## src/logic/icache_pkg.sv

```systemverilog
// Cache geometry and tag entry type shared by every instruction cache module
`default_nettype none

package icache_pkg;

  // Physical address space
  localparam int unsigned PHYS_ADDR_LEN = 56;

  // Associativity
  localparam int unsigned WAYS_WIDTH = 2;
  localparam int unsigned NUM_WAYS   = 2 ** WAYS_WIDTH;

  // Sets and line layout
  localparam int unsigned SETS_WIDTH   = 6;
  localparam int unsigned BEATS_WIDTH  = 3;
  localparam int unsigned LINE_BEATS   = 2 ** BEATS_WIDTH;
  localparam int unsigned BEAT_WIDTH   = 64;
  localparam int unsigned OFFSET_WIDTH = 6;

  localparam int unsigned TAG_WIDTH       = PHYS_ADDR_LEN - SETS_WIDTH - OFFSET_WIDTH;
  localparam int unsigned DATA_ADDR_WIDTH = SETS_WIDTH + BEATS_WIDTH;

  // One tag array entry
  typedef struct packed {
    logic [TAG_WIDTH-1:0] tag;
    logic                 valid;
  } tag_entry_t;

endpackage

`default_nettype wire

```

## src/logic/icache_if.sv

```systemverilog
// Array access and array write interfaces connecting the cache control, refill and flush blocks
`timescale 1ns/1ps
`default_nettype none


interface icache_wr_if;
  import icache_pkg::*;

  logic                       tag_req;
  logic                       data_req;
  logic [NUM_WAYS-1:0]        ways;
  logic [DATA_ADDR_WIDTH-1:0] addr;
  tag_entry_t                 tag;
  logic [BEAT_WIDTH-1:0]      data;

  modport writer (output tag_req, data_req, ways, addr, tag, data);

  modport sink (input tag_req, data_req, ways, addr, tag, data);

endinterface

`default_nettype wire

```

## src/logic/icache_flush.sv

```systemverilog
// Invalidation sweep over all sets and ways, run after reset and on a flush request
`timescale 1ns/1ps
`default_nettype none

module icache_flush (
  input  logic        clk_i,
  input  logic        rst_ni,
  input  logic        start_i,
  icache_wr_if.writer wr,
  output logic        done_o
);

  import icache_pkg::*;

  typedef enum logic [1:0] {
    FL_IDLE,
    FL_ARM,
    FL_SWEEP,
    FL_DONE
  } flush_state_e;

  flush_state_e         state_q, state_d;
  logic [SETS_WIDTH-1:0] set_q;

  // Invalid tag into every way of the current set
  assign wr.tag_req  = state_q == FL_SWEEP;
  assign wr.data_req = 1'b0;
  assign wr.ways     = '1;
  assign wr.addr     = {set_q, BEATS_WIDTH'(0)};
  assign wr.tag      = '0;
  assign wr.data     = '0;
  assign done_o      = state_q == FL_DONE;

  always_comb begin
    state_d = state_q;
    unique case (state_q)
      FL_IDLE:  if (start_i) state_d = FL_SWEEP;
      FL_ARM:   state_d = FL_SWEEP;
      FL_SWEEP: if (&set_q) state_d = FL_DONE;
      default:  state_d = FL_IDLE;
    endcase
  end

  // Reset lands in the armed state so the sweep starts right after release
  always_ff @(posedge clk_i or negedge rst_ni) begin
    if (!rst_ni) begin
      state_q <= FL_ARM;
      set_q   <= '0;
    end else begin
      state_q <= state_d;
      if (state_q == FL_SWEEP) begin
        set_q <= set_q + 1'b1;
      end
    end
  end

endmodule

`default_nettype wire

```

## src/flat_wrapper.sv

```systemverilog
// flat-port wrapper written by rule: the top's interface ports become plain ports
module icache_flush_flat import icache_pkg::*;
  (clk_i, rst_ni, start_i, done_o, wr_tag_req, wr_data_req, wr_ways, wr_addr, wr_tag, wr_data);
  icache_wr_if wr_i ();
  input  logic clk_i;
  input  logic rst_ni;
  input  logic start_i;
  output logic done_o;
  output wire logic [$bits(wr_i.tag_req)-1:0] wr_tag_req;
  output wire logic [$bits(wr_i.data_req)-1:0] wr_data_req;
  output wire logic [$bits(wr_i.ways)-1:0] wr_ways;
  output wire logic [$bits(wr_i.addr)-1:0] wr_addr;
  output wire logic [$bits(wr_i.tag)-1:0] wr_tag;
  output wire logic [$bits(wr_i.data)-1:0] wr_data;
  assign wr_tag_req = wr_i.tag_req;
  assign wr_data_req = wr_i.data_req;
  assign wr_ways = wr_i.ways;
  assign wr_addr = wr_i.addr;
  assign wr_tag = wr_i.tag;
  assign wr_data = wr_i.data;
  icache_flush u_core (.clk_i(clk_i), .rst_ni(rst_ni), .start_i(start_i), .wr(wr_i), .done_o(done_o));
endmodule
```

## config.mk

```make
export PLATFORM = sky130hd
export DESIGN_NAME = icache_flush_flat
export DESIGN_NICKNAME = d
export VERILOG_FILES = /design/src/logic/icache_pkg.sv /design/src/logic/icache_if.sv /design/src/logic/icache_flush.sv /design/src/flat_wrapper.sv
export SDC_FILE = /design/constraint.sdc
export NUM_CORES = 1
export LEC_CHECK = 0
export BUFFER_PORTS_ARGS = -buffer_cell sky130_fd_sc_hd__buf_2
export CELL_PAD_IN_SITES_DETAIL_PLACEMENT = 0
export CELL_PAD_IN_SITES_GLOBAL_PLACEMENT = 2
export CORE_ASPECT_RATIO = 1.75
export CORE_MARGIN = 2
export CORE_UTILIZATION = 16
export CTS_BUF_LIST = sky130_fd_sc_hd__clkbuf_4 sky130_fd_sc_hd__clkbuf_8
export DETAILED_ROUTE_END_ITERATION = 10
export GPL_ROUTABILITY_DRIVEN = 0
export PLACE_DENSITY_LB_ADDON = 0.1
export SLEW_MARGIN = 20
export SYNTH_ARGS = -nofsm -noshare
export SYNTH_HDL_FRONTEND = slang
export SYNTH_SLANG_ARGS = --single-unit
```

## constraint.sdc

```tcl
create_clock -name clk_i -period 1 [get_ports clk_i]
set_input_delay 0.1 -clock clk_i [delete_from_list [all_inputs] [get_ports clk_i]]
set_output_delay 0.1 -clock clk_i [all_outputs]
set_load 0.02 [all_outputs]
```

==> metrics.md <==
| Metric | Value |
|---|---|
| Status | finished, violations left |
| Failing checks | negative setup slack |
| Min-delay worst type | primary input to register |
| Pwr dens | 2290 nW/um2 |
| Period utilization | 113% |
| Synth area leader | buf_4 |
| WL final | 1760 um |
| Yosys Warn Count | 0 |
| CP Buf/Inv Count | 1 |
| Worst-path maximum fanout | 3 |
| Worst R2R Setup Slack | -0.11 ns |
| Vias in the first global route | 473 |
| CTS Buffer Depth | 2 |
| WL/cell | 6.89 um |
| Most common cell after layout, fill and taps aside | conb_1 |
| Crit-path max cell delay | 0.55 ns |
| Crit path arrival time | 1.03 ns |
| Hold Violations, Final | 0 |
| Non-filler cells, final | 256 |
| Fin Hold WS | 0.111 ns |
| RR Startpoint | u_core.state_q[0]$_DFFE_PN1P_ |
| Slowest stage cell, crit path | dfstp_2 |
| Setup slack at placement | -0.0854 ns |
| Post-route ant nets | 0 |
| Total Power | 2670 uW |
| Clk slew on worst S/H paths | 0.04 ns |
| Clk root buf | clkbuf_8 |
| Fmax | 882 MHz |
| R2R Path End | u_core.set_q[0]$_DFFE_PN0P_ |
| Antenna Cells | 0 |
| Port Buffer Count | 10 |
| Peak VDD IR | 0.751 mV |
| Top sig layer | met4 |
| Die height | 121 um |
| Post-Synthesis Cells | 146 |
| Wl on met1 | 452 um |
| Vias | 593 |
| Tmin final | 1.13 ns |
| Cell variety after synth | 17 |
| Critical Path Sink Type | primary output |
| First-pass GRT wire length | 2510 um |
| Top cell type's share of synthesized area | 70.4% |
| Row count | 42 |
| Most frequent cells in the layout | conb_1, buf_6, buf_4 |
| CTS Sinks | 8 |
| Placed cells | 245 |
| Worst R2R Path Depth | 4 |
| Total GRT Usage | 3.71% |
| FF+latch count, synth | 8 |
| Origin of the worst setup path | u_core.state_q[0]$_DFFE_PN1P_ |
| Via density | 2.32 |
| Number of stages on the worst setup path | 2 |
| Final Slew Violations | 0 |
| Starting Density | 16.5% |
| Max-cap viol count | 0 |
| Routed wl met2 | 1030 um |
| HPWL Detailed | 1570 um |
| Share of cells above drive strength 1 | 22.0% |
| Final setup violation count | 11 |
| CP Cell Sequence | and2_4 -> buf_6 |
| Netlist Area Pre-Place | 1250 um2 |
| DRC Markers | 0 |
| DR iter-0 viols | 7 |
| I/O Pins | 128 |
| Cell family with most CP delay | flip-flops |
| Syn Area/Cell | 8.54 um2 |
| WP data required | 0.90 ns |
| Clk_lat worst skew | 0.23 ns |
| Clock skew | 0.00736 ns |
| Top post-synthesis cells by area | buf_4, dfrtp_1, xnor2_1 |
| Total CTS buffers | 3 |
| Setup TNS | -0.559 ns |
| P_leak | 0.000664 uW |
| Nets | 173 |
| Seq/Total Area, Yosys | 16.1% |
| Startpoint types | register |
| Core footprint | 7570 um2 |
| CTS tree | built |
| Antenna violations before repair | 0 |
| H-Tree Depth | 1 |
| GRT Residual Overflow | 0 |
| Die area | 8550 um2 |
| Crit path capture | done_o |
| Largest net degree at the start of global routing | 9 |
| WL met3 | 265 um |
| Area Growth Syn to Fin | -6.72% |
| Post-route setup slack | -0.134 ns |
| Chip width | 70.7 um |
| Critical path type | register to primary output |
| Unrepaired setup endpoints after global routing | true |
| Drt pass-1 iters | 2 |
[tightest hold or removal path: stages]
cell	delay, ns
buf_2	0.08
nor3_1	0.03
nor2_1	0.08
[area by class of cell]
cell class	instances	area (um2)
Clock buffer	4	48.8
Fill cell	888	6400
Multi-Input combinational cell	135	616
Sequential cell	8	208
Tap cell	88	110
Timing Repair Buffer	21	181
[power breakdown]
group	internal [uW]	leakage [uW]	switching, uW
clock network	303	0.0000262	121
logic	669	0.000553	881
registers	491	0.0000847	199
[sequential cells by signal, summed over array words and instances (netlist names)]
register	cells
u_core.set_q	6
u_core.state_q	2
[routing by layer]
layer  GRT usage (%)  vias up
li1                -      256
met3            1.67        2
met2            7.59       71
met1            2.85      264
met5               0        -
met4            1.42        0
[through the flow]
| step | util (%) | area, um2 |
|---|---|---|
| after floorplan | - | 1700 |
| after detailed placement | 13.2 | 996 |
| after global routing | 15.4 | 1160 |
| after CTS | 15.0 | 1130 |
| after global placement | 13.2 | 996 |
| final | 15.4 | 1160 |
[kinds of logic after synthesis]
kind of cell	count (synthesis)	synth area share [%]
simple gates	11	6.52
mux	1	0.903
flops	8	16.1
buf+inv	118	71.3
xor+xnor	5	3.51
fa+ha+maj	1	1.00
other cells	2	0.602
[cells in the mapped netlist, drive strengths merged]
library cell  count
and2              1
and3              1
buf             118
conb              2
dfrtp             7
dfstp             1
ha                1
mux2              1
nand2             2
nand4             3
nor2              2
nor2b             1
nor3              1
xnor2             4
xor2              1
[worst min-delay path by stage]
stage          startpoint                            end  cells after the start
2_1_floorplan      rst_ni    u_core.set_q[0]$_DFFE_PN0P_                      0
3_3_place_gp       rst_ni    u_core.set_q[5]$_DFFE_PN0P_                      1
3_5_place_dp       rst_ni    u_core.set_q[5]$_DFFE_PN0P_                      1
4_1_cts           start_i  u_core.state_q[1]$_DFFE_PN0P_                      3
5_1_grt           start_i  u_core.state_q[1]$_DFFE_PN0P_                      3
6_report          start_i  u_core.state_q[1]$_DFFE_PN0P_                      3
[what timing repair did]
item                                   in CTS  in global routing
buffers inserted                            3                  3
resized for setup                          19                  1
hold buffers                                1                  0
pin swaps                                   3                  3
endpoints found under the hold margin       8                  0
setup endpoints to repair                  11                 12
Note: power is estimated with default switching activity, not from simulation.
