**src/logic/icache_pkg.sv**
```systemverilog
// Cache geometry and tag entry type shared by every instruction cache module
`default_nettype none

package icache_pkg;

  // Physical address space
  localparam int unsigned PHYS_ADDR_LEN = 56;

  // Associativity
  localparam int unsigned WAYS_WIDTH = 2;
  localparam int unsigned NUM_WAYS   = 2 ** WAYS_WIDTH;

  // Sets and line layout
  localparam int unsigned SETS_WIDTH   = 6;
  localparam int unsigned BEATS_WIDTH  = 3;
  localparam int unsigned LINE_BEATS   = 2 ** BEATS_WIDTH;
  localparam int unsigned BEAT_WIDTH   = 64;
  localparam int unsigned OFFSET_WIDTH = 6;

  localparam int unsigned TAG_WIDTH       = PHYS_ADDR_LEN - SETS_WIDTH - OFFSET_WIDTH;
  localparam int unsigned DATA_ADDR_WIDTH = SETS_WIDTH + BEATS_WIDTH;

  // One tag array entry
  typedef struct packed {
    logic [TAG_WIDTH-1:0] tag;
    logic                 valid;
  } tag_entry_t;

endpackage

`default_nettype wire

```
**src/logic/icache_if.sv**
```systemverilog
// Array access and array write interfaces connecting the cache control, refill and flush blocks
`timescale 1ns/1ps
`default_nettype none


interface icache_wr_if;
  import icache_pkg::*;

  logic                       tag_req;
  logic                       data_req;
  logic [NUM_WAYS-1:0]        ways;
  logic [DATA_ADDR_WIDTH-1:0] addr;
  tag_entry_t                 tag;
  logic [BEAT_WIDTH-1:0]      data;

  modport writer (output tag_req, data_req, ways, addr, tag, data);

  modport sink (input tag_req, data_req, ways, addr, tag, data);

endinterface

`default_nettype wire

```
**src/logic/icache_refill.sv**
```systemverilog
// Line refill engine: requests a line from memory and writes its beats and tag into one way
`timescale 1ns/1ps
`default_nettype none

module icache_refill (
  input  logic                                                clk_i,
  input  logic                                                rst_ni,

  input  logic                                                start_i,
  input  logic [icache_pkg::PHYS_ADDR_LEN-icache_pkg::OFFSET_WIDTH-1:0] line_addr_i,
  input  logic [icache_pkg::WAYS_WIDTH-1:0]                   way_i,
  icache_wr_if.writer                                         wr,

  output logic                                                mem_req_valid_o,
  input  logic                                                mem_req_ready_i,
  output logic [icache_pkg::PHYS_ADDR_LEN-1:0]                mem_req_addr_o,
  input  logic                                                mem_resp_valid_i,
  input  logic [icache_pkg::BEAT_WIDTH-1:0]                   mem_resp_data_i,
  input  logic                                                mem_resp_denied_i,

  output logic                                                done_o,
  output logic                                                denied_o
);

  import icache_pkg::*;

  typedef enum logic [1:0] {
    RF_IDLE,
    RF_REQUEST,
    RF_PROGRESS,
    RF_COMPLETE
  } refill_state_e;

  refill_state_e                        state_q, state_d;
  logic [BEATS_WIDTH-1:0]               beat_q, beat_d;
  logic                                 denied_q, denied_d;
  logic [PHYS_ADDR_LEN-OFFSET_WIDTH-1:0] line_q;
  logic [WAYS_WIDTH-1:0]                way_q;

  wire last_beat = beat_q == BEATS_WIDTH'(LINE_BEATS - 1);

  assign mem_req_addr_o = {line_q, OFFSET_WIDTH'(0)};
  assign done_o         = state_q == RF_COMPLETE;
  assign denied_o       = denied_q;

  // Beats go to the chosen way, the tag goes in with the last beat
  assign wr.ways      = NUM_WAYS'(1) << way_q;
  assign wr.addr      = {line_q[SETS_WIDTH-1:0], beat_q};
  assign wr.data      = mem_resp_data_i;
  assign wr.tag.tag   = line_q[PHYS_ADDR_LEN-OFFSET_WIDTH-1:SETS_WIDTH];
  assign wr.tag.valid = 1'b1;

  always_comb begin
    state_d         = state_q;
    beat_d          = beat_q;
    denied_d        = 1'b0;
    mem_req_valid_o = 1'b0;
    wr.tag_req      = 1'b0;
    wr.data_req     = 1'b0;

    unique case (state_q)
      RF_IDLE: begin
        if (start_i) begin
          state_d = RF_REQUEST;
        end
      end
      RF_REQUEST: begin
        mem_req_valid_o = 1'b1;
        beat_d          = '0;
        if (mem_req_ready_i) begin
          state_d = RF_PROGRESS;
        end
      end
      RF_PROGRESS: begin
        if (mem_resp_valid_i) begin
          if (mem_resp_denied_i && beat_q == '0) begin
            // Denied transfer is a single beat and leaves the way untouched
            denied_d = 1'b1;
            state_d  = RF_IDLE;
          end else begin
            wr.data_req = 1'b1;
            wr.tag_req  = last_beat;
            beat_d      = beat_q + 1'b1;
            if (last_beat) begin
              state_d = RF_COMPLETE;
            end
          end
        end
      end
      default: begin
        state_d = RF_IDLE;
      end
    endcase
  end

  always_ff @(posedge clk_i or negedge rst_ni) begin
    if (!rst_ni) begin
      state_q  <= RF_IDLE;
      beat_q   <= '0;
      denied_q <= 1'b0;
    end else begin
      state_q  <= state_d;
      beat_q   <= beat_d;
      denied_q <= denied_d;
    end
  end

  // Line address and way are latched at start
  always_ff @(posedge clk_i) begin
    if (state_q == RF_IDLE && start_i) begin
      line_q <= line_addr_i;
      way_q  <= way_i;
    end
  end

  // Memory only returns beats for a request the refill has issued
  a_no_beat_idle: assert property (@(posedge clk_i) disable iff (!rst_ni)
    state_q == RF_IDLE |-> !mem_resp_valid_i);

endmodule

`default_nettype wire

```
**src/flat_wrapper.sv**
```systemverilog
// flat-port wrapper written by rule: the top's interface ports become plain ports
module icache_refill_flat import icache_pkg::*;
  (clk_i, rst_ni, start_i, line_addr_i, way_i, mem_req_valid_o, mem_req_ready_i, mem_req_addr_o, mem_resp_valid_i, mem_resp_data_i, mem_resp_denied_i, done_o, denied_o, wr_tag_req, wr_data_req, wr_ways, wr_addr, wr_tag, wr_data);
  icache_wr_if wr_i ();
  input  logic clk_i;
  input  logic rst_ni;
  input  logic start_i;
  input  logic [icache_pkg::PHYS_ADDR_LEN-icache_pkg::OFFSET_WIDTH-1:0] line_addr_i;
  input  logic [icache_pkg::WAYS_WIDTH-1:0] way_i;
  output logic mem_req_valid_o;
  input  logic mem_req_ready_i;
  output logic [icache_pkg::PHYS_ADDR_LEN-1:0] mem_req_addr_o;
  input  logic mem_resp_valid_i;
  input  logic [icache_pkg::BEAT_WIDTH-1:0] mem_resp_data_i;
  input  logic mem_resp_denied_i;
  output logic done_o;
  output logic denied_o;
  output wire logic [$bits(wr_i.tag_req)-1:0] wr_tag_req;
  output wire logic [$bits(wr_i.data_req)-1:0] wr_data_req;
  output wire logic [$bits(wr_i.ways)-1:0] wr_ways;
  output wire logic [$bits(wr_i.addr)-1:0] wr_addr;
  output wire logic [$bits(wr_i.tag)-1:0] wr_tag;
  output wire logic [$bits(wr_i.data)-1:0] wr_data;
  assign wr_tag_req = wr_i.tag_req;
  assign wr_data_req = wr_i.data_req;
  assign wr_ways = wr_i.ways;
  assign wr_addr = wr_i.addr;
  assign wr_tag = wr_i.tag;
  assign wr_data = wr_i.data;
  icache_refill u_core (.clk_i(clk_i), .rst_ni(rst_ni), .start_i(start_i), .line_addr_i(line_addr_i), .way_i(way_i), .wr(wr_i), .mem_req_valid_o(mem_req_valid_o), .mem_req_ready_i(mem_req_ready_i), .mem_req_addr_o(mem_req_addr_o), .mem_resp_valid_i(mem_resp_valid_i), .mem_resp_data_i(mem_resp_data_i), .mem_resp_denied_i(mem_resp_denied_i), .done_o(done_o), .denied_o(denied_o));
endmodule
```
**config.mk**
```make
export PLATFORM = sky130hd
export DESIGN_NAME = icache_refill_flat
export DESIGN_NICKNAME = d
export VERILOG_FILES = /design/src/logic/icache_pkg.sv /design/src/logic/icache_if.sv /design/src/logic/icache_refill.sv /design/src/flat_wrapper.sv
export SDC_FILE = /design/constraint.sdc
export NUM_CORES = 1
export LEC_CHECK = 0
export BUFFER_PORTS_ARGS = -buffer_cell sky130_fd_sc_hd__buf_2
export CORE_AREA = 2 2 117 119
export DETAILED_ROUTE_END_ITERATION = 6
export DIE_AREA = 0 0 119 121
export GPL_TIMING_DRIVEN = 0
export MAX_ROUTING_LAYER = met4
export PLACE_DENSITY_LB_ADDON = 0.3
export RECOVER_POWER = 25
export SYNTH_ARGS = -nofsm -noshare
export SYNTH_HDL_FRONTEND = slang
export SYNTH_SLANG_ARGS = --single-unit
```
**constraint.sdc**
```tcl
create_clock -name clk_i -period 8.4 [get_ports clk_i]
set_input_delay 0.42 -clock clk_i [delete_from_list [all_inputs] [get_ports clk_i]]
set_output_delay 0.42 -clock clk_i [all_outputs]
set_load 0.01 [all_outputs]
```
==> reports/qor.yml <==
finish:
  drive_gt1_share_pct: 77.4
  area_growth_syn_to_layout_pct: 61.2
  stdcell_count: 649
  stdcell_area_sq_um: 4650
  multi_input_area_sq_um: 264
  num_antenna_cells: 0
  fillers: 1338
  nNetsFinal: 594
  regArea_sq_um: 1710
worst_setup_path:
  end_kind: "output port"
  cp_max_fo: 4
  r2r_setup_slack_ns: 6.66
  startpoint_type: "flop"
  reg2reg_from: "u_core.state_q[1]"
  r2r_end: "u_core.line_q[4]"
  cp.arrival_ns: 1.61
  worst-setup-path-type: "reg -> out"
  required_ns: 7.98
  worst_r2r_path_depth: 5
logic_synthesis:
  ys_ff_latch: 58
  synth_top_family_by_area: "buffers and inverters"
  mappedNetlistArea_sq_um: 2880
  synth_cell_types: 27
  synth.avg_cell_area_sq_um: 13.5
  synth.area.mux_share_pct: 0.521
  ys_top_cells_by_area: "edfxtp_1, buf_4, dfrtp_1"
  synthSimpleGateAreaFrac_pct: 4.38
  synth_seq_area_share_pct: 59.4
  ys.warnings.count: 0
  synthAdderAreaFrac_pct: 1.30
  synth_compound_area_share_pct: 1.87
  synth_top_area_share_pct: 54.2
  synthCells: 214
  yosysTopAreaCell: "edfxtp_1"
  synth_xor_area_share_pct: 0
worst_hold_path:
  whs_endpoint: "u_core.line_q[44]"
  min_from: "line_addr_i[44]"
  hp-class: "in -> reg"
  hold_path_depth: 1
route:
  drc_errors: 0
  drt_wl_total_microns: 7070
  drtPass1Iterations: 4
  ant_nets: 0
  drt_iter0_drc: 74
  routedWlPerCell_microns: 10.9
  viasPerCell: 3.52
  vias: 2282
floorplanning:
  die_area_sq_um: 14400
  io_pins: 305
  start_util_pct: 22.0
  fp.dieH_microns: 121
  rows: 42
  die-width_microns: 119
  coreArea_sq_um: 13100
placed_design:
  finalWeightedCongestion: 0.665
  placed_area_sq_um: 4350
  dp.cells: 633
  io_buffer_count: 233
  dp_hpwl_microns: 6010
cts:
  post-cts-setup-buffers: 0
  clk_pin_slew_ns: 0.05
  cts_tree: "yes"
  cts_max_path_buffers: 2
  cts_sinks: 58
  htreeDepth: 3
  clk-insertion-delay-late_ns: 0.32
  root_buffer: "clkbuf_16"
  cts_made_buffers: 9
global_route:
  grt_pass1_wl_microns: 10000
  antenna_found_initial: 0
  grt_usage_pct: 9.32
  grt_pass1_vias: 2067
  gr-total-overflow: 0
  grt_max_degree: 13
timing:
  grt_setup_unrepaired: "false"
  finalCriticalPeriod_ns: 2.03
  setup_viol: 0
  clock.fmax_ghz: 0.493
  min_period_over_period_pct: 24.1
  fin_tns_setup_ns: 0
  hold_viol: 0
  skew_ns: 0.00281
  final-max-slew-violation-count: 0
pwr:
  p_total_mw: 1.18
  power_leakage_nw: 2.38
  ir_drop_mv: 0.111
  p_per_area_nw_per_um2: 254
flow_run:
  max_cap_violations: 0
outcome:
  status: "finished clean"
worst max path at each step:
stage	start	to	slack, ns	cells after the start
after floorplan	u_core.state_q[1]	u_core.line_q[0]	3.56	2
after global placement	start_i	u_core.line_q[15]	1.21	2
after detailed placement	u_core.state_q[1]	u_core.line_q[7]	6.60	5
after CTS	u_core.beat_q[0]	wr_tag_req	6.35	6
after global routing	u_core.beat_q[0]	wr_tag_req	6.27	6
final	u_core.beat_q[0]	wr_tag_req	6.37	6
timing repair:
item	in CTS	in global routing
hold endpoints to repair	6	0
hold buffers	1	0
resized for setup	0	0
routing by layer:
| layer | vias up | share of wire, % | track usage, % |
|---|---|---|---|
| li1 | 1099 | - | - |
| met1 | 1009 | 36 | 9.90 |
| met2 | 166 | 52 | 16.0 |
| met3 | 8 | 10 | 3.43 |
| met4 | 0 | 1.3 | 3.35 |
| met5 | - | 0 | - |
through the flow:
stage	hold slack, ns	util [%]	setup slack, ns
global route	0.256	35.5	6.27
global placement	0.252	32.8	1.21
floorplan	0.124	-	3.56
CTS	0.255	35.7	6.35
finish	0.274	35.5	6.37
detailed placement	0.254	33.2	6.60
area by class of cell:
type / count / share of cell area, %
Tap cell: 176 / 4.74
Clock inverter: 6 / 1.78
Buffer: 122 / 19.8
Sequential cell: 58 / 36.8
Clock buffer: 9 / 4.85
Multi-Input combinational cell: 36 / 5.68
Timing Repair Buffer: 239 / 26.1
Inverter: 3 / 0.242
placed cells by master, fill, tap and decap left out, drive strengths merged, types with 2 or more instances in the layout:
cell and count:
clkbuf 24, o21ai 2, clkinv 3, buf 345, nor2 4, conb 7
ha 3, edfxtp 52, dfrtp 6, nor2b 2, and2 3, inv 3
bufinv 2, a21oi 2, nand3b 2
kinds of logic (layout without fill, tap and decap cells):
group | Yosys count | after routing
and+or+nand+nor | 17 | 17
adders and majority gates | 3 | 3
DFF | 58 | 58
muxes | 1 | 1
buffers and inverters | 125 | 379
other | 2 | 7
AOI/OAI and AO/OA | 8 | 8
state kept, by name (all words and copies together) (netlist names):
signal           cells
u_core.state_q       2
u_core.way_q         2
u_core.beat_q        3
u_core.denied_o      1
u_core.line_q       50
Yosys cell counts:
| cell type | instances |
|---|---|
| a21o_1 | 1 |
| a21oi_1 | 2 |
| a32o_1 | 1 |
| and2_1 | 2 |
| and2_2 | 1 |
| and3b_4 | 1 |
| buf_4 | 121 |
| buf_6 | 1 |
| conb_1 | 2 |
| dfrtp_1 | 6 |
| edfxtp_1 | 52 |
| ha_1 | 3 |
| inv_1 | 3 |
| mux2_4 | 1 |
| nand2_1 | 1 |
| nand2b_1 | 1 |
| nand3b_1 | 1 |
| nand3b_4 | 1 |
| nand4b_1 | 1 |
| nor2_1 | 3 |
| nor2_4 | 1 |
| nor2b_1 | 2 |
| nor3_1 | 1 |
| nor3b_1 | 1 |
| o21ai_1 | 2 |
| o21bai_1 | 1 |
| o2bb2ai_1 | 1 |
worst max-delay path, cell delays in order (launching register included):
cell and delay (ns):
dfrtp_1 0.40, inv_1 0.08, ha_1 0.22, and3b_4 0.20, nor2_4 0.13, and2_1 0.13
buf_2 0.12
power breakdown:
group | internal, mW | switching (mW)
Combinational | 0.197 | 0.181
Clock | 0.256 | 0.120
Sequential | 0.393 | 0.0338
Total | 0.846 | 0.335
No activity file was read; power rests on OpenSTA's default activity.
